**src/verilog/mlsdDataPkg.sv**
```systemverilog
package mlsdDataPkg;

	// signed received code from the slicer front end.
	parameter int codeWidth = 8;

	// signed channel response tap.
	parameter int tapWidth = 8;

	// unsigned error energy, wide enough for squared 10-bit errors summed.
	parameter int energyWidth = 20;

	// upper limit on the number of channel taps.
	parameter int maxTaps = 8;

	// host tap address.
	parameter int tapAddrWidth = $clog2(maxTaps);

endpackage

```
**src/verilog/mlsdCtrlPkg.sv**
```systemverilog
package mlsdCtrlPkg;

	// progress of the code window after reset.
	typedef enum logic [1:0] {
		fsIdle,
		fsFill,
		fsRun
	} fillState;

	// host tap port command.
	typedef enum logic [1:0] {
		opNone,
		opWrite,
		opClear
	} tapOp;

endpackage

```
**src/verilog/tapRegFile.sv**
```systemverilog
`timescale 1ns/100ps

module tapRegFile
	import mlsdDataPkg::*;
	import mlsdCtrlPkg::*;
#(
	parameter int estDepth = 3
) (
	input  logic                       clk,
	input  logic                       rstN,
	input  mlsdCtrlPkg::tapOp          tapOp,
	input  logic [tapAddrWidth-1:0]    tapAddr,
	input  logic signed [tapWidth-1:0] tapData,
	output logic signed [tapWidth-1:0] taps [estDepth]
);

	// a write to an address with no tap behind it is dropped.
	always_ff @(posedge clk) begin
		if (!rstN) begin
			for (int k = 0; k < estDepth; k++) begin
				taps[k] <= '0;
			end
		end else begin
			case (tapOp)
				opWrite: begin
					for (int k = 0; k < estDepth; k++) begin
						if (tapAddr == tapAddrWidth'(k)) begin
							taps[k] <= tapData;
						end
					end
				end
				opClear: begin
					for (int k = 0; k < estDepth; k++) begin
						taps[k] <= '0;
					end
				end
				default: begin
				end
			endcase
		end
	end

endmodule

```
**config.mk**
```make
export PLATFORM = sky130hd
export DESIGN_NAME = tapRegFile
export DESIGN_NICKNAME = d
export VERILOG_FILES = /design/src/verilog/mlsdDataPkg.sv /design/src/verilog/mlsdCtrlPkg.sv /design/src/verilog/tapRegFile.sv
export SDC_FILE = /design/constraint.sdc
export NUM_CORES = 1
export LEC_CHECK = 0
export ABC_AREA = 1
export BUFFER_PORTS_ARGS = -buffer_cell sky130_fd_sc_hd__buf_2
export CAP_MARGIN = 30
export CORE_MARGIN = 2
export CORE_UTILIZATION = 46
export CTS_CLUSTER_DIAMETER = 60
export DETAILED_ROUTE_END_ITERATION = 10
export PLACE_DENSITY = 0.76
export SYNTH_ARGS = -nofsm -noshare
export SYNTH_HDL_FRONTEND = slang
export SYNTH_SLANG_ARGS = --single-unit
```
**constraint.sdc**
```tcl
create_clock -name clk -period 1.2 [get_ports clk]
set_input_delay 0.36 -clock clk [delete_from_list [all_inputs] [get_ports clk]]
set_output_delay 0.36 -clock clk [all_outputs]
set_load 0.01 [all_outputs]
```
==> metrics <==
clock tree buffer depth 2; GP Congestion 0.857; die height 50.6 microns; final period utilization 95.7%; status finished, final reports clean; Setup crit end kind primary output; slowest CP cell dfxtp_1; Top reg by flops taps; Critical Path AT 0.79 ns; IO Pins 39; CP required 0.84 ns; DRC 0; Die W 50.6 microns; final hold viol count 0; Routed WL 2450 microns; core footprint 2000 sq um; hold_buf cts 0; Finished Core Util 64.8%; fin. max-slew vios 0; Port Buf Inserts 38; clk_lat worst skew 0.30 ns; biggest regs taps: 24 flops; post-CTS setup buffer count 0; Largest register FFs 24; Reg2Reg Depth 2; Site Rows 16; most frequent cells in the layout buf_2, nand3_1, a21oi_1, nand2_1, dfxtp_1; Worst setup SP type register; LEAKAGE 0.570 nW; Root Driver clkbuf_4; Ant. Diodes 0; dpl cells 193; Tot GR Track Use 20.2%; commonest non-fill, non-tap cell in the layout buf_2; DR iter-0 viols 17; kind of critical path reg -> out; Clk pin slew, worst setup/hold paths 0.12 ns; first-pass GRT wire length 4000 microns; # clock sinks 24; Gate Count Post-Synth 126; Area Overhead vs Synth 29.8%; Starting Density 49.9%; syn avg cell area 7.92 sq um; Nets 186; Cell variety after synth 16; clk_skew 0 ns; Worst Tran Pin Value 0.203 ns; CP max stage delay 0.36 ns; sequential area share after synthesis 48.1%; Max Clock Freq 0.871 GHz; Num CTS Buffers 3; ratio of cells with drive above 1 in the final layout 39.6%; largest net degree at the start of global routing 25; crit-path leading delay family flip-flops; Critical Path, Cell by Cell buf_2; dpl hpwl 1870 microns; vias per cell 5.21; WHS Path Cells 3; final setup vio count 0; CTS tree yes; fin cells 196; Yosys top cell by area dfxtp_1; die area 2560 sq um; Post-Syn Nets 141; Routed Antenna Nets 0; H-tree depth 1; drt wl/cell 12.5 microns; Rel. slew slack 86.4%; Final min period 1.15 ns; Synth area leaders dfxtp_1, a21oi_1, nand3_1, nand2_1, nand4_1; Levels on crit path 1; FILL cells 188; Buf/Inv on CP 1; initial antenna violation count 0; top cell type's share of synthesized area 48.1%; GR Overflow Total 0; TritonRoute pass-1 iters 4; CP max FO 2; VDD IR max 0.000764 V; MaxCap Viol Count 0; RSZ-0062 raised after global routing no; Reg2Reg Setup Slack 0.57 ns; netlist area before placement 998 sq um; via count 1022; Syn. warnings 0; vias in the first global route 899; pwr/cell area 1000 nW/um^2; Tightest Hold Check Type in -> reg; Yosys reg bits 24
[metrics by stage]
step / total power, W / area, sq um / setup slack (ns) / hold WS, ns / setup TNS (ns)
3_5_place_dp: 0.000983 / 1260 / -0.0637 / 0.470 / -0.740
3_3_place_gp: 0.000979 / 1260 / -0.0301 / 0.465 / -0.127
6_report: 0.00130 / 1300 / 0.0518 / 0.323 / 0
4_1_cts: 0.00131 / 1290 / 0.0299 / 0.320 / 0
2_1_floorplan: 0.000906 / 998 / 0.0879 / 0.503 / 0
5_1_grt: 0.00136 / 1300 / 0.0000436 / 0.311 / 0
[what timing repair did]
| item | 4_1_cts | 5_1_grt |
|---|---|---|
| hold endpoints to repair | 0 | 0 |
| setup endpoints to repair | 0 | 7 |
| gates resized for setup | 0 | 7 |
[cells in the mapped netlist (all sizes together)]
cell type   n
a21oi      24
buf         4
clkbuf      2
clkinv      1
dfxtp      24
inv        10
nand2      18
nand3      27
nand4       8
nor2        8
[power by group]
part / switching [W] / internal, W
clock: 0.000216 / 0.000117
sequential: 0.00000380 / 0.000804
combinational: 0.0000986 / 0.0000601
total: 0.000319 / 0.000981
[layer usage]
| metal | track usage (%) | routed length, microns | vias to the layer above |
|---|---|---|---|
| met2 | 32.2 | 1140 | 31 |
| met3 | 4.17 | 140 | 2 |
| met1 | 27.7 | 1160 | 470 |
| met5 | 0 | 0 | - |
| li1 | - | - | 519 |
| met4 | 5.86 | 5 | 0 |
[final cells by class]
| cell class | count | area [sq um] | share of cell area (%) |
|---|---|---|---|
| Sequential cell | 24 | 489 | 37.7 |
| Clock buffer | 3 | 22.5 | 1.74 |
| Inverter | 11 | 42.5 | 3.28 |
| Tap cell | 27 | 33.8 | 2.61 |
| Multi-Input combinational cell | 85 | 445 | 34.4 |
| Timing Repair Buffer | 46 | 263 | 20.3 |
[logic make-up after synthesis]
group / share of synthesized area (%)
and+or+nand+nor: 32.6
DFF: 48.1
AOI/OAI and AO/OA: 12.0
buffers and inverters: 7.27
[path summary, 6_finish.rpt]
check,startpoint,to
setup reg to reg,taps[5],taps[5]
hold / removal,tapData[4],taps[20]
hold reg to reg,taps[14],taps[14]
setup / recovery,taps[5],taps[5]
No activity file was read; power rests on OpenSTA's default activity.
