<file path="config.mk">
export PLATFORM = sky130hd
export DESIGN_NAME = minEnergySelect
export DESIGN_NICKNAME = d
export VERILOG_FILES = /design/src/verilog/mlsdDataPkg.sv /design/src/verilog/minEnergySelect.sv
export SDC_FILE = /design/constraint.sdc
export NUM_CORES = 1
export LEC_CHECK = 0
export BUFFER_PORTS_ARGS = -buffer_cell sky130_fd_sc_hd__buf_2
export CORE_MARGIN = 3
export CORE_UTILIZATION = 30
export DETAILED_ROUTE_END_ITERATION = 12
export GPL_TIMING_DRIVEN = 0
export PLACE_DENSITY_LB_ADDON = 0.08
export SYNTH_ARGS = -nofsm -noshare
export SYNTH_HDL_FRONTEND = slang
export SYNTH_SLANG_ARGS = --single-unit
export TNS_END_PERCENT = 5
</file>
<file path="constraint.sdc">
create_clock -name clk -period 8 [get_ports clk]
set_input_delay 1.6 -clock clk [delete_from_list [all_inputs] [get_ports clk]]
set_output_delay 1.6 -clock clk [all_outputs]
set_load 0.01 [all_outputs]
</file>
<file path="src/verilog/mlsdDataPkg.sv">
package mlsdDataPkg;

	// signed received code from the slicer front end.
	parameter int codeWidth = 8;

	// signed channel response tap.
	parameter int tapWidth = 8;

	// unsigned error energy, wide enough for squared 10-bit errors summed.
	parameter int energyWidth = 20;

	// upper limit on the number of channel taps.
	parameter int maxTaps = 8;

	// host tap address.
	parameter int tapAddrWidth = $clog2(maxTaps);

endpackage

</file>
<file path="src/verilog/minEnergySelect.sv">
`timescale 1ns/100ps

module minEnergySelect
	import mlsdDataPkg::*;
#(
	parameter int numChannels = 4,
	parameter int nbit        = 2
) (
	input  logic                   clk,
	input  logic                   rstN,
	input  logic                   energyValid,
	input  logic [energyWidth-1:0] energies [numChannels][2**nbit],
	output logic [numChannels-1:0] predictBits,
	output logic                   predictValid
);

	localparam int numHyp = 2 ** nbit;

	logic [nbit-1:0] bestIdx [numChannels];

	// strict compare, so equal energies keep the lower hypothesis.
	always_comb begin
		logic [energyWidth-1:0] bestEnergy;
		for (int l = 0; l < numChannels; l++) begin
			bestIdx[l] = '0;
			bestEnergy = energies[l][0];
			for (int h = 1; h < numHyp; h++) begin
				if (energies[l][h] < bestEnergy) begin
					bestEnergy = energies[l][h];
					bestIdx[l] = nbit'(h);
				end
			end
		end
	end

	always_ff @(posedge clk) begin
		if (!rstN) begin
			predictValid <= 1'b0;
		end else begin
			predictValid <= energyValid;
		end
	end

	always_ff @(posedge clk) begin
		if (energyValid) begin
			for (int l = 0; l < numChannels; l++) begin
				predictBits[l] <= bestIdx[l][0];
			end
		end
	end

endmodule

</file>
==> flow_metrics.env, run 1 <==
export IMPL_status="finished, final reports clean"
export IMPL_async_flop_share=0
export IMPL_synth_edf_count=4
export IMPL_tns_ns=0
export IMPL_multi_input_area_um2=6760
export IMPL_cts_tree="done"
export IMPL_fin_crit_sh=0.9548
export IMPL_syn_nets=1504
export IMPL_period_needed_ns=7.638
export IMPL_crit_arrival_ns=7.73
export IMPL_grt_pass1_vias=7630
export IMPL_clkTransAtPathRegs_ns=0.03
export IMPL_via_per_inst=4.861
export IMPL_clock_sinks=5
export IMPL_crit_path_start_kind="input port"
export IMPL_overflow=0
export IMPL_synthCells=953
export IMPL_buffer_ports_inserted=327
export IMPL_critical_path_class="in2reg"
export IMPL_wl_um=24770
export IMPL_row_count=57
export IMPL_grt_start_max_net_pins=11
export IMPL_grt_use_total=0.1713
export IMPL_antenna_left=0
export IMPL_die_x_um=164.4
export IMPL_cpLargestDelayFamily="compound AO/OA/AOI/OAI gates"
export IMPL_dr_first_iter_drc_count=317
export IMPL_grt_pass1_wl_um=37570
export IMPL_worst_slew_pin_slew_ns=0.5351
export IMPL_cp_slowest_cell="a2111oi_1"
export IMPL_cp_max_fo=10
export IMPL_endpoint_kind="register"
export IMPL_rsz0062_at_grt="no"
export IMPL_die_area_um2=27040
export IMPL_slew_headroom=0.6433
export IMPL_antenna_found_initial=10
export IMPL_min_path_type="in2reg"
export IMPL_cts_buffer_depth=2
export IMPL_ys_flop_type="edfxtp_1"
export IMPL_drv_cap=0
export IMPL_vias=7875
export IMPL_cp_num_cells=31
export IMPL_die_height_um=164.4
export IMPL_synth_top_area_frac=0.3788
export IMPL_htreeDepth=1
export IMPL_crit_buf_inv=4
export IMPL_syn_avg_cell_area_um2=7.902
export IMPL_vdd_ir_drop_max_v=0.00004483
export IMPL_setup_worst_path_start="energies[41]"
export IMPL_dpl_hpwl_um=22880
export IMPL_synth_cell_types=50
export IMPL_slew_violations=0
export IMPL_synth_area_um2=7531
export IMPL_ys_ff_latch=5
export IMPL_place_ws_ns=-0.3538
export IMPL_nNetsFinal=1844
export IMPL_hold_viol=0
export IMPL_ys_top_cells_by_area="ha_1 38%, mux2_1 9.6%, mux2i_1 8.0%, inv_1 7.8%, a21oi_1 5.2%"
export IMPL_core_um2=24460
export IMPL_cp_required_ns=8.09
export IMPL_finalSetupViolCount=0
export IMPL_post_drt_wl_per_cell_um=15.29
export IMPL_synth_warnings=0
export IMPL_slowest_delay_ns=0.38
export IMPL_crit_top_cell="a21oi_1"
export IMPL_drc=0
export IMPL_p_leak_nw=5.681
export IMPL_area_delta_synth_final_pct=30.37
export IMPL_fin_ws_ns=0.3620
export IMPL_yosysTopAreaCell="ha_1"
export IMPL_cts_root_buf="clkbuf_16"
export IMPL_max_clock_freq_mhz=130.9
export IMPL_initial_utilization=0.3079
export IMPL_fillers=2631
export IMPL_power_density_nw_per_um2=94.16
export IMPL_seq_area_um2=140.1
export IMPL_cp_endpoint="predictBits[3]$_SDFFCE_PN1P_"
export IMPL_num_io_pins=328
export IMPL_drtPass1Iterations=4
export IMPL_drive_gt1_frac=0.2949
export IMPL_gp_congestion=0.8395
export IMPL_seq_area_frac_synth=0.01861
export IMPL_cts_inserted_buffers=3
==> sequential cells by signal, summed over array words and instances, names as in the netlist <==
| name | cells |
|---|---|
| predictBits | 4 |
| predictValid | 1 |
==> through the flow <==
step / cell area, um2 / util / total power, mW / hold slack (ns) / cells
global route: 9816 / 0.4013 / 1.046 / 1.587 / 1619
detailed placement: 9573 / 0.3913 / 0.8244 / 1.812 / 1604
floorplan: 7531 / - / 0.5688 / 1.713 / 953
global placement: 9573 / 0.3913 / 0.8209 / 1.809 / 1604
finish: 9818 / 0.4014 / 0.9245 / 1.583 / 1620
CTS: 9658 / 0.3948 / 0.9139 / 1.579 / 1608
==> cells by family (layout without fill, tap and decap cells) <==
family / after synthesis / after routing / share of synthesized area
compound gates: 235 / 235 / 0.2019
fa+ha+maj: 228 / 228 / 0.3788
buf+inv: 175 / 514 / 0.09138
simple gates: 172 / 172 / 0.1130
mux: 138 / 138 / 0.1964
flops: 5 / 5 / 0.01861
other cells: 0 / 4 / 0
==> how the worst min path moves through the flow <==
stage / from / endpoint / slack [ns] / cells past startpoint
floorplan: energyValid / predictBits[0]$_SDFFCE_PN1P_ / 1.71 / 0
global placement: rstN / predictValid$_SDFF_PN0_ / 1.81 / 2
detailed placement: rstN / predictValid$_SDFF_PN0_ / 1.81 / 2
CTS: rstN / predictValid$_SDFF_PN0_ / 1.58 / 2
global route: rstN / predictValid$_SDFF_PN0_ / 1.59 / 2
finish: rstN / predictValid$_SDFF_PN0_ / 1.58 / 2
==> routing by layer <==
| layer | routed length (um) | track usage |
|---|---|---|
| met2 | 11380 | 0.2952 |
| met5 | 75 | 0 |
| met3 | 1780 | 0.03787 |
| met1 | 11400 | 0.2299 |
| met4 | 131 | 0.009531 |
==> synth_stat cells, types with 4 or more instances <==
cell type	count
nor3_1	12
a21o_1	52
o21bai_1	5
o21a_1	8
buf_2	13
or4_1	4
inv_1	157
nand2b_1	8
mux2_2	14
ha_1	228
a211o_1	7
o21ai_1	15
mux2i_1	60
a211oi_1	17
nor2_1	51
a21oi_1	78
nand3_1	15
mux2_1	64
nand2_1	29
nand4_1	38
o21ai_0	26
edfxtp_1	4
nor2b_1	7
==> power by group <==
| group | internal (mW) | leakage (nW) | switching, mW |
|---|---|---|---|
| registers | 0.0352 | 0.0480 | 0.00146 |
| logic | 0.393 | 5.59 | 0.413 |
| clock network | 0.0660 | 0.0382 | 0.0159 |
==> layout by cell type (no fill, tap or decap), types with 16 or more instances in the layout <==
master      n
nand2_1    29
a21o_1     52
buf_2     334
o21ai_0    25
nor2_1     51
mux2_1     64
a21oi_1    78
nand4_1    38
ha_1      228
a211oi_1   16
inv_1     157
mux2i_1    56
==> repair_timing <==
item | 4_1_cts | 5_1_grt
pin swaps | 0 | 3
buffers inserted | 0 | 8
resized for setup | 3 | 27
hold buffers | 0 | 0
setup endpoints to repair | 1 | 4
hold endpoints to repair | 0 | 0
==> area by class of cell <==
type                    instances  share of cell area
plain buffers                  18             0.01402
repair buffers                335              0.1728
flip-flops and latches          5             0.01427
inverters                     157             0.06002
diodes                          4            0.001019
multi-input cells             773              0.6885
clock buffers                   4            0.008029
well taps                     324             0.04129
Power figures use the tool's default switching activity.
==> inputs of run 2 (changes only) <==
--- a/config.mk
+++ b/config.mk
@@ -5,12 +5,12 @@
 export SDC_FILE = /design/constraint.sdc
 export NUM_CORES = 1
 export LEC_CHECK = 0
-export BUFFER_PORTS_ARGS = -buffer_cell sky130_fd_sc_hd__buf_2
 export CORE_MARGIN = 3
-export CORE_UTILIZATION = 30
+export CORE_UTILIZATION = 45
 export DETAILED_ROUTE_END_ITERATION = 12
+export DONT_BUFFER_PORTS = 1
 export GPL_TIMING_DRIVEN = 0
-export PLACE_DENSITY_LB_ADDON = 0.08
+export PLACE_DENSITY = 0.63
 export SYNTH_ARGS = -nofsm -noshare
 export SYNTH_HDL_FRONTEND = slang
 export SYNTH_SLANG_ARGS = --single-unit
==> run 2 against run 1 <==
- final area is 20% lower
- worst setup slack improved by 0.083 ns
- count of clock-buffer cells in the layout did not move
- sequential cell count unchanged
- wire length fell by 15%
==> flow_metrics.env, run 2 (synthesis gave the netlist of run 1 again) <==
export IMPL_status="finished, final reports clean"
export IMPL_seq_area_um2=140.1
export IMPL_cts_tree="done"
export IMPL_cp_required_ns=8.06
export IMPL_cp_max_fo=10
export IMPL_overflow=0
export IMPL_clkTransAtPathRegs_ns=0.04
export IMPL_layout_commonest_cell="ha_1"
export IMPL_worst_slew_pin_slew_ns=0.5752
export IMPL_core_um2=16120
export IMPL_top_regs="predictBits x4, predictValid x1"
export IMPL_p_clk_frac=0.106
export IMPL_power_frac_comb=0.841
export IMPL_dr_first_iter_drc_count=214
export IMPL_cts_hold_buffers_added=0
export IMPL_cts_root_buf="clkbuf_16"
export IMPL_power_density_nw_per_um2=100.1
export IMPL_crit_arrival_ns=7.62
export IMPL_cp_slowest_cell="or4_1"
export IMPL_p_leak_nw=4.339
export IMPL_n_antenna_cell=0
export IMPL_cts_inserted_buffers=3
export IMPL_whs_endpoint="predictBits[0]$_SDFFCE_PN1P_"
export IMPL_antenna_left=0
export IMPL_grt_start_max_net_pins=11
export IMPL_critical_path_class="in2reg"
export IMPL_p_int_mw=0.4198
export IMPL_row_count=46
export IMPL_buffer_ports_inserted=0
export IMPL_largest_register="predictBits"
export IMPL_clock_sinks=5
export IMPL_drtPass1Iterations=4
export IMPL_crit_path_start_kind="input port"
export IMPL_drv_cap=0
export IMPL_drive_gt1_frac=0.03762
export IMPL_die_height_um=135.4
export IMPL_hp_start="energyValid"
export IMPL_grt_pass1_wl_um=33160
export IMPL_slowest_delay_ns=0.56
export IMPL_area_delta_synth_final_pct=4.785
export IMPL_via_per_inst=5.807
export IMPL_seq_power_share=0.053
export IMPL_fillers=1690
export IMPL_sw_frac_of_total=0.4686
export IMPL_vdd_ir_drop_max_v=0.00004823
export IMPL_post_drt_wl_per_cell_um=18.04
export IMPL_p_switching_mw=0.3701
export IMPL_nNetsFinal=1509
export IMPL_finalSetupViolCount=0
export IMPL_period_needed_ns=7.555
export IMPL_antenna_found_initial=0
export IMPL_grt_use_total=0.2200
export IMPL_grt_pass1_vias=6917
export IMPL_fin_crit_sh=0.9443
export IMPL_cts_buffer_depth=2
export IMPL_die_area_um2=18320
export IMPL_htreeDepth=1
export IMPL_die_x_um=135.4
export IMPL_vias=6812
export IMPL_drc=0
export IMPL_multi_input_area_um2=6709
export IMPL_gp_congestion=0.8338
export IMPL_num_io_pins=328
export IMPL_largest_reg_flops=4
export IMPL_rsz0062_at_grt="no"
export IMPL_hold_depth=0
export IMPL_layout_common_cells="228 x ha_1, 157 x inv_1, 78 x a21oi_1"
export IMPL_endpoint_kind="register"
export IMPL_whs_ns=1.484
export IMPL_slew_headroom=0.6166
export IMPL_wl_um=21160
export IMPL_slew_violations=0
export IMPL_hold_viol=0
export IMPL_max_clock_freq_mhz=132.4
export IMPL_finish_utilization=0.4897
export IMPL_initial_utilization=0.4673
export IMPL_min_path_type="in2reg"
export IMPL_dpl_hpwl_um=19800
-- run 2: worst max-delay path by stage --
stage	start	cells after the start	slack (ns)	endpoint
3_5_place_dp	energies[319]	26	-0.05	predictBits[0]$_SDFFCE_PN1P_
6_report	energies[319]	26	0.45	predictBits[0]$_SDFFCE_PN1P_
3_3_place_gp	energies[319]	26	-0.03	predictBits[0]$_SDFFCE_PN1P_
5_1_grt	energies[61]	31	0.08	predictBits[3]$_SDFFCE_PN1P_
4_1_cts	energies[319]	26	0.17	predictBits[0]$_SDFFCE_PN1P_
2_1_floorplan	energies[319]	26	0.74	predictBits[0]$_SDFFCE_PN1P_
-- run 2: repair_timing --
| item | CTS | global route |
|---|---|---|
| buffers inserted | 0 | 0 |
| setup endpoints to repair | 0 | 1 |
| resized for setup | 0 | 5 |
-- run 2: per-stage QoR --
| stage | instances | setup slack (ns) | setup TNS [ns] | instance area, um2 | total power, mW |
|---|---|---|---|---|---|
| after floorplan | 953 | 0.7377 | 0 | 7531 | 0.5688 |
| after global placement | 1169 | -0.02819 | -0.02819 | 7801 | 0.6969 |
| after detailed placement | 1169 | -0.05027 | -0.05027 | 7801 | 0.7066 |
| after CTS | 1173 | 0.1712 | 0 | 7880 | 0.7966 |
| after global routing | 1173 | 0.07833 | 0 | 7891 | 0.8945 |
| final | 1173 | 0.4454 | 0 | 7891 | 0.7899 |
-- run 2: layout make-up --
cell class,instances,area share
clock buffers,4,0.009989
well taps,216,0.03425
inverters,157,0.07468
flip-flops and latches,5,0.01776
plain buffers,18,0.01316
multi-input cells,773,0.8502
-- run 2: metal layers --
metal  routed length [um]  global-route usage  vias to the layer above
met2                10200              0.3930                      231
met4                  298             0.04031                        0
met5                    0                   0                        -
met1                 8547              0.2621                     3054
met3                 2110             0.06649                       20
li1                     -                   -                     3507
-- run 2: critical path, delay by kind of cell --
family	cells	cell delay [ns]
compound gates	16	3.30
fa+ha+maj	3	0.89
simple gates	2	0.69
mux	2	0.61
buf+inv	3	0.53
-- run 2: power by group through the flow --
stage               logic [mW]  clock network, mW  registers [mW]
finish                   0.665             0.0833          0.0419
global route             0.763             0.0891          0.0423
CTS                      0.667             0.0869          0.0422
detailed placement       0.664                  0          0.0425
global placement         0.654                  0          0.0425
floorplan                0.529                  0          0.0395
