[src/verilog/mlsdDataPkg.sv]
package mlsdDataPkg;

	// signed received code from the slicer front end.
	parameter int codeWidth = 8;

	// signed channel response tap.
	parameter int tapWidth = 8;

	// unsigned error energy, wide enough for squared 10-bit errors summed.
	parameter int energyWidth = 20;

	// upper limit on the number of channel taps.
	parameter int maxTaps = 8;

	// host tap address.
	parameter int tapAddrWidth = $clog2(maxTaps);

endpackage

[src/verilog/mlsdCtrlPkg.sv]
package mlsdCtrlPkg;

	// progress of the code window after reset.
	typedef enum logic [1:0] {
		fsIdle,
		fsFill,
		fsRun
	} fillState;

	// host tap port command.
	typedef enum logic [1:0] {
		opNone,
		opWrite,
		opClear
	} tapOp;

endpackage

[src/verilog/codeWindow.sv]
`timescale 1ns/100ps

module codeWindow
	import mlsdDataPkg::*;
	import mlsdCtrlPkg::*;
#(
	parameter int numChannels = 4,
	parameter int estDepth    = 3,
	parameter int seqLength   = 2
) (
	input  logic                        clk,
	input  logic                        rstN,
	input  logic                        codesValid,
	input  logic signed [codeWidth-1:0] codes [numChannels],
	input  logic [numChannels-1:0]      estBits,
	output logic signed [codeWidth-1:0] winCodes [numChannels][seqLength],
	output logic [estDepth+seqLength-2:0] winBits [numChannels],
	output logic                        centreValid
);

	// whole words needed before and after the centre word.
	localparam int numPast   = (estDepth - 1 + numChannels - 1) / numChannels;
	localparam int numFuture = (seqLength - 1 + numChannels - 1) / numChannels;
	localparam int bufDepth  = numPast + 1 + numFuture;
	localparam int winLen    = estDepth + seqLength - 1;
	localparam int cntWidth  = $clog2(bufDepth + 1);

	// index 0 is the oldest word. codes are only kept from the centre on.
	logic signed [codeWidth-1:0] codeBuf [numFuture+1][numChannels];
	logic [numChannels-1:0]      bitBuf [bufDepth];

	logic signed [codeWidth-1:0]       codeFlat [(numFuture+1)*numChannels];
	logic [bufDepth*numChannels-1:0]   bitFlat;

	fillState              state;
	logic [cntWidth-1:0]   fillCnt;

	////////////////////////////////////////////////////////////////////////////
	// word buffers and fill tracking.
	////////////////////////////////////////////////////////////////////////////

	always_ff @(posedge clk) begin
		if (!rstN) begin
			state       <= fsIdle;
			fillCnt     <= '0;
			centreValid <= 1'b0;
			codeBuf     <= '{default: '0};
			bitBuf      <= '{default: '0};
		end else begin
			// the new centre is real once the future words are in.
			centreValid <= codesValid && (state == fsRun || int'(fillCnt) >= numFuture);
			if (codesValid) begin
				for (int i = 0; i < numFuture; i++) begin
					codeBuf[i] <= codeBuf[i+1];
				end
				codeBuf[numFuture] <= codes;
				for (int i = 0; i < bufDepth - 1; i++) begin
					bitBuf[i] <= bitBuf[i+1];
				end
				bitBuf[bufDepth-1] <= estBits;
				case (state)
					fsIdle, fsFill: begin
						fillCnt <= fillCnt + 1'b1;
						state   <= (int'(fillCnt) + 1 >= bufDepth) ? fsRun : fsFill;
					end
					default: begin
					end
				endcase
			end
		end
	end

	////////////////////////////////////////////////////////////////////////////
	// per-sample windows.
	////////////////////////////////////////////////////////////////////////////

	for (genvar w = 0; w <= numFuture; w++) begin : genCodeFlat
		for (genvar c = 0; c < numChannels; c++) begin : genLane
			assign codeFlat[w*numChannels+c] = codeBuf[w][c];
		end
	end

	for (genvar w = 0; w < bufDepth; w++) begin : genBitFlat
		assign bitFlat[w*numChannels +: numChannels] = bitBuf[w];
	end

	// bit m of a lane window sits estDepth-1 samples before the lane sample.
	for (genvar l = 0; l < numChannels; l++) begin : genWin
		for (genvar j = 0; j < seqLength; j++) begin : genCode
			assign winCodes[l][j] = codeFlat[l+j];
		end
		assign winBits[l] = bitFlat[numPast*numChannels + l - (estDepth - 1) +: winLen];
	end

endmodule

[config.mk]
export PLATFORM = sky130hd
export DESIGN_NAME = codeWindow
export DESIGN_NICKNAME = d
export VERILOG_FILES = /design/src/verilog/mlsdDataPkg.sv /design/src/verilog/mlsdCtrlPkg.sv /design/src/verilog/codeWindow.sv
export SDC_FILE = /design/constraint.sdc
export NUM_CORES = 1
export LEC_CHECK = 0
export ABC_AREA = 1
export ABC_CLOCK_PERIOD_IN_PS = 2200
export BUFFER_PORTS_ARGS = -buffer_cell sky130_fd_sc_hd__buf_2
export CAP_MARGIN = 20
export CORE_MARGIN = 4
export CORE_UTILIZATION = 50
export CTS_CLUSTER_DIAMETER = 100
export DETAILED_ROUTE_END_ITERATION = 10
export HOLD_SLACK_MARGIN = 0.02
export PLACE_DENSITY = 0.79
export SLEW_MARGIN = 10
export SYNTH_ARGS = -nofsm -noshare
export SYNTH_HDL_FRONTEND = slang
export SYNTH_SLANG_ARGS = --single-unit
[constraint.sdc]
create_clock -name clk -period 2.2 [get_ports clk]
set_input_delay 0.11 -clock clk [delete_from_list [all_inputs] [get_ports clk]]
set_output_delay 0.11 -clock clk [all_outputs]
set_load 0.1 [all_outputs]
==> results of run 1 <==
[layer usage]
layer / vias to the layer above / routed length, um
met2: 75 / 3441
met5: - / 0
met3: 10 / 361
met1: 1213 / 3012
met4: 0 / 115
li1: 1408 / -
[cell usage after synthesis (all sizes together)]
cell    number
nor2       156
buf         94
dfxtp       79
o21ai       76
clkbuf      10
inv          7
nand2        5
ha           3
a21oi        1
o21a         1
[final cells by class]
class                   count  area share, %
clock inverters             3         0.4271
clock buffers              12          4.027
well taps                  96          2.929
flip-flops and latches     79          38.56
inverters                   7         0.7016
repair buffers            161          24.41
multi-input cells         242          28.95
[timing repair]
item,in CTS,in global routing
endpoints found under the hold margin,36,0
setup buffers,0,0
setup endpoints to repair,0,0
hold buffers,36,0
[state kept, by name, summed over array words and instances (netlist names)]
register and cells:
codeBuf 24, fillCnt 2, winCodes 40, winBits 7
bitBuf 3, state 2, centreValid 1
[power by group]
group / internal, mW / switching (mW)
clock network: 0.492 / 0.474
registers: 1.53 / 0.0639
logic: 0.213 / 0.905
[how the worst max path moves through the flow]
stage,start,to
after detailed placement,codesValid,codeBuf[10]
after CTS,winBits[1],winBits[1]
final,winBits[1],winBits[1]
after global routing,winBits[1],winBits[1]
after global placement,codesValid,codeBuf[8]
after floorplan,centreValid,centreValid
[stage by stage]
step	instances	instance area (um2)	hold WS, ps
after floorplan	432	3617	238.2
after global placement	549	3558	336.6
after detailed placement	549	3558	343.0
after CTS	600	4101	257.1
after global routing	600	4101	320.6
final	600	4101	277.4
[cell families after synthesis]
family | count (synthesis)
buffers and inverters | 111
adder cells (fa/ha/maj) | 3
flip-flops | 79
AND/OR/NAND/NOR | 161
AO/OA/AOI/OAI | 78
==> results.sh, run 1 <==
export IMPL_outcome="complete, no violations"
export IMPL_drt_iter0_drc=134
export IMPL_dp_hpwl_um=4395
export IMPL_drc=0
export IMPL_cap_violations=0
export IMPL_start_util_pct=52.37
export IMPL_r2r_slack_ps=1140
export IMPL_worstHoldStart="codesValid"
export IMPL_yosysWarningCount=0
export IMPL_grt_util_met1_pct=19.00
export IMPL_coreArea_mm2=0.006907
export IMPL_clk_pin_slew_ps=70
export IMPL_synthMuxAreaShare_pct=0
export IMPL_antenna_violating_nets_post_route=0
export IMPL_start_kind="flip-flop"
export IMPL_num_vias=2706
export IMPL_grt_pass1_vias=2611
export IMPL_grt_max_degree=80
export IMPL_fin_util_pct=59.38
export IMPL_p_leak_nw=1.974
export IMPL_gr_usage_met2_pct=28.31
export IMPL_viasPerCell=4.510
export IMPL_hp_class="primary input to flip-flop"
export IMPL_arrival_ps=1190
export IMPL_hold_path_endpoint="centreValid"
export IMPL_synth_cell_types=16
export IMPL_max_stage_delay_ps=460
export IMPL_power_total_mw=3.677
export IMPL_seq_area_mm2=0.001582
export IMPL_critPathKind="flip-flop to output port"
export IMPL_track_usage_pct=16.37
export IMPL_yosys_area_top_type="dfxtp_1"
export IMPL_firstDrtPassIters=4
export IMPL_ctsResizeCount=0
export IMPL_finalHoldViolCount=0
export IMPL_die_width_um=93.06
export IMPL_critical_path_top_delay_family="buffers and inverters"
export IMPL_antenna_found_initial=0
export IMPL_row_count=30
export IMPL_fp_dieArea_mm2=0.008659
export IMPL_grt_busiest_layer="met2"
export IMPL_crit_required_ps=2090
export IMPL_seq_area_frac_synth_pct=43.72
export IMPL_synth_seq_cells=79
export IMPL_finalSetupViolations=0
export IMPL_ff2ff_path_depth=7
export IMPL_numClockSinks=79
export IMPL_syn_avg_cell_area_um2=8.373
export IMPL_synthTopCellsByArea="dfxtp_1, buf_4, nor2_2, o21ai_0, nor2_1"
export IMPL_die_h_um=93.06
export IMPL_wl_per_cell_um=11.55
export IMPL_layout_common_cells="buf_2, nor2_1, dfxtp_1"
export IMPL_synth_top_cell_area_share_pct=43.72
export IMPL_cp_depth=1
export IMPL_yosys_area_share_xor_xnor_pct=0
export IMPL_synthCells=432
export IMPL_htree_levels=3
export IMPL_syn_num_nets=474
export IMPL_max_freq_ghz=0.7692
export IMPL_synth_compound_area_share_pct=10.86
export IMPL_cts_tree="done"
export IMPL_drive_gt1_share_pct=40.08
export IMPL_powerDensity_mw_per_mm2=896.6
export IMPL_clockRootBuffer="clkbuf_8"
export IMPL_fin_worst_skew_ps=6.837
export IMPL_place_congestion=0.7043
export IMPL_area_growth_pct=13.39
export IMPL_synth_adder_area_share_pct=1.038
export IMPL_clkLatencyLatePin_ps=330
export IMPL_crit_path_cell_trace="buf_2"
export IMPL_netlist_area_mm2=0.003617
export IMPL_grt_pass1_wl_um=11540
export IMPL_pin_count=120
export IMPL_cp_max_fo=5
export IMPL_fin_tns_setup_ps=0
export IMPL_worstReg2RegStart="fillCnt[0]"
export IMPL_synth_top_family_by_area="buffers and inverters"
export IMPL_final_common_cell="buf_2"
export IMPL_dp_slack_ps=709.9
export IMPL_clockBufferDepth=2
export IMPL_rr_endpoint="state[0]"
export IMPL_cts_buffers=9
export IMPL_setup_ws_ps=899.9
export IMPL_slew_headroom_pct=57.41
export IMPL_met3_usage_pct=4.907
export IMPL_cp_end_kind="output port"
export IMPL_multiInputGateArea_mm2=0.001187
export IMPL_cpMaxStageDelayCell="buf_2"
export IMPL_critPathBufInv=1
export IMPL_period_needed_ps=1300
export IMPL_wl_um=6930
export IMPL_antenna_cells=0
export IMPL_final_nets=542
export IMPL_irDropWorstVdd_v=0.0005353
export IMPL_rsz0062_at_grt="no"
export IMPL_finalCritPeriodShare_pct=59.10
export IMPL_io_buffers=119
export IMPL_gr_total_overflow=0
export IMPL_synth_simple_gate_area_share_pct=20.93
export IMPL_n_fill_cell=646
export IMPL_min_path_cells=3
export IMPL_tightestPinTransition_ps=638.9
export IMPL_drv_slew=0
(Power assumes the default switching activity.)
==> run 2, diff against run 1 <==
--- a/config.mk
+++ b/config.mk
@@ -6,15 +6,15 @@
 export NUM_CORES = 1
 export LEC_CHECK = 0
 export ABC_AREA = 1
-export ABC_CLOCK_PERIOD_IN_PS = 2200
+export ABC_CLOCK_PERIOD_IN_PS = 1180
 export BUFFER_PORTS_ARGS = -buffer_cell sky130_fd_sc_hd__buf_2
 export CAP_MARGIN = 20
 export CORE_MARGIN = 4
-export CORE_UTILIZATION = 50
+export CORE_UTILIZATION = 46
 export CTS_CLUSTER_DIAMETER = 100
 export DETAILED_ROUTE_END_ITERATION = 10
 export HOLD_SLACK_MARGIN = 0.02
-export PLACE_DENSITY = 0.79
+export PLACE_DENSITY = 0.77
 export SLEW_MARGIN = 10
 export SYNTH_ARGS = -nofsm -noshare
 export SYNTH_HDL_FRONTEND = slang
==> constraint.sdc (replaced) <==
create_clock -name clk -period 1.18 [get_ports clk]
set_input_delay 0.059 -clock clk [delete_from_list [all_inputs] [get_ports clk]]
set_output_delay 0.059 -clock clk [all_outputs]
set_load 0.1 [all_outputs]
==> results.sh, run 2 (synthesis results as in run 1) <==
export IMPL_max_freq_ghz=0.8729
export IMPL_dp_slack_ps=150.6
export IMPL_wl_per_cell_um=12.23
export IMPL_fin_worst_skew_ps=8.721
export IMPL_place_congestion=0.7463
export IMPL_row_count=32
export IMPL_gr_total_overflow=0
export IMPL_setup_ws_ps=34.42
export IMPL_finalSetupViolations=0
export IMPL_drt_iter0_drc=67
export IMPL_cpMaxStageDelayCell="dfxtp_1"
export IMPL_grt_pass1_wl_um=12320
export IMPL_drv_slew=0
export IMPL_critPathBufInv=1
export IMPL_fp_dieArea_mm2=0.009346
export IMPL_cts_tree="done"
export IMPL_arrival_ps=1090
export IMPL_grt_max_degree=80
export IMPL_start_kind="flip-flop"
export IMPL_fin_cells=608
export IMPL_fin_util_pct=57.42
export IMPL_antenna_cells=0
export IMPL_finalCritPeriodShare_pct=97.08
export IMPL_finalHoldViolCount=0
export IMPL_crit_path_cell_trace="clkbuf_4"
export IMPL_pin_count=120
export IMPL_grt_pass1_vias=2611
export IMPL_post_cts_buffers=0
export IMPL_cts_buffers=9
export IMPL_area_growth_pct=22.03
export IMPL_drive_gt1_share_pct=40.32
export IMPL_drc=0
export IMPL_p_leak_nw=2.023
export IMPL_powerDensity_mw_per_mm2=1659
export IMPL_crit_required_ps=1120
export IMPL_dp_hpwl_um=4454
export IMPL_critPathKind="flip-flop to output port"
export IMPL_wl_um=7433
export IMPL_max_stage_delay_ps=390
export IMPL_num_vias=2752
export IMPL_final_common_cell="nor2_1"
export IMPL_cap_violations=0
export IMPL_layout_common_cells="nor2_1, dfxtp_1, buf_4"
export IMPL_firstDrtPassIters=4
export IMPL_outcome="complete, no violations"
export IMPL_period_needed_ps=1146
export IMPL_dp_cells=556
export IMPL_final_nets=543
export IMPL_io_buffers=119
export IMPL_largest_reg_flops=40
export IMPL_slew_headroom_pct=67.84
export IMPL_fin_tns_setup_ps=0
export IMPL_clockRootBuffer="clkbuf_8"
export IMPL_clkLatencyLatePin_ps=340
export IMPL_track_usage_pct=15.75
export IMPL_critical_path_top_delay_family="flip-flops"
export IMPL_start_util_pct=47.05
export IMPL_die_width_um=96.68
export IMPL_antenna_violating_nets_post_route=0
export IMPL_clk_pin_slew_ps=80
export IMPL_numClockSinks=79
export IMPL_coreArea_mm2=0.007687
export IMPL_htree_levels=3
export IMPL_cp_end_kind="output port"
export IMPL_viasPerCell=4.526
export IMPL_cp_max_fo=3
export IMPL_clockBufferDepth=2
export IMPL_rsz0062_at_grt="yes"
export IMPL_hp_class="primary input to flip-flop"
export IMPL_irDropWorstVdd_v=0.0008644
export IMPL_tightestPinTransition_ps=485.7
export IMPL_antenna_found_initial=0
export IMPL_die_h_um=96.68
==> run 2: cell count changes in the layout (fill, tap and decap cells not counted), sizes merged <==
cell	delta
bufinv	+2
clkbuf	+3
clkinvlp	+1
buf	-4
==> run 2: layout make-up <==
| class | instances | area (um2) |
|---|---|---|
| Clock inverter | 6 | 85.08 |
| Fill cell | 700 | 3273 |
| Clock buffer | 10 | 127.6 |
| Inverter | 7 | 28.78 |
| Multi-Input combinational cell | 242 | 1187 |
| Tap cell | 102 | 127.6 |
| Sequential cell | 79 | 1583 |
| Timing Repair Buffer | 162 | 1275 |
==> run 2: worst paths after layout <==
check                                   from           end  slack, ps  cells after the start
worst max-delay path            winCodes[40]  winCodes[48]         30                      1
worst min-delay path              codesValid   codeBuf[14]        190                      4
worst max register to register    fillCnt[0]    fillCnt[1]        160                      4
worst min register to register   codeBuf[23]  winCodes[47]        480                      2
==> run 2: stage by stage <==
stage	total power, mW	hold slack (ps)	area (um2)
floorplan	4.996	187.2	3617
global placement	5.039	284.6	3643
detailed placement	5.067	289.4	3643
CTS	7.399	170.1	4398
global route	7.645	199.4	4414
finish	7.325	191.2	4414
==> run 2: what timing repair did <==
action,CTS,global route
hold endpoints to repair,36,0
resized for setup,73,6
endpoints found under the setup margin,77,9
hold buffers,36,0
==> run 2: routing by layer <==
layer	track usage (%)	wire length, um	vias to the layer above
met5	0	0	-
met4	8.855	225	0
met3	4.831	452	19
met2	24.73	3604	79
met1	19.10	3151	1236
li1	-	-	1418
==> run 2: power breakdown <==
part	internal [mW]	switching, mW	leakage, nW
sequential	2.85	0.136	0.656
clock	1.18	0.932	0.102
combinational	0.524	1.70	1.27
total	4.56	2.76	2.02
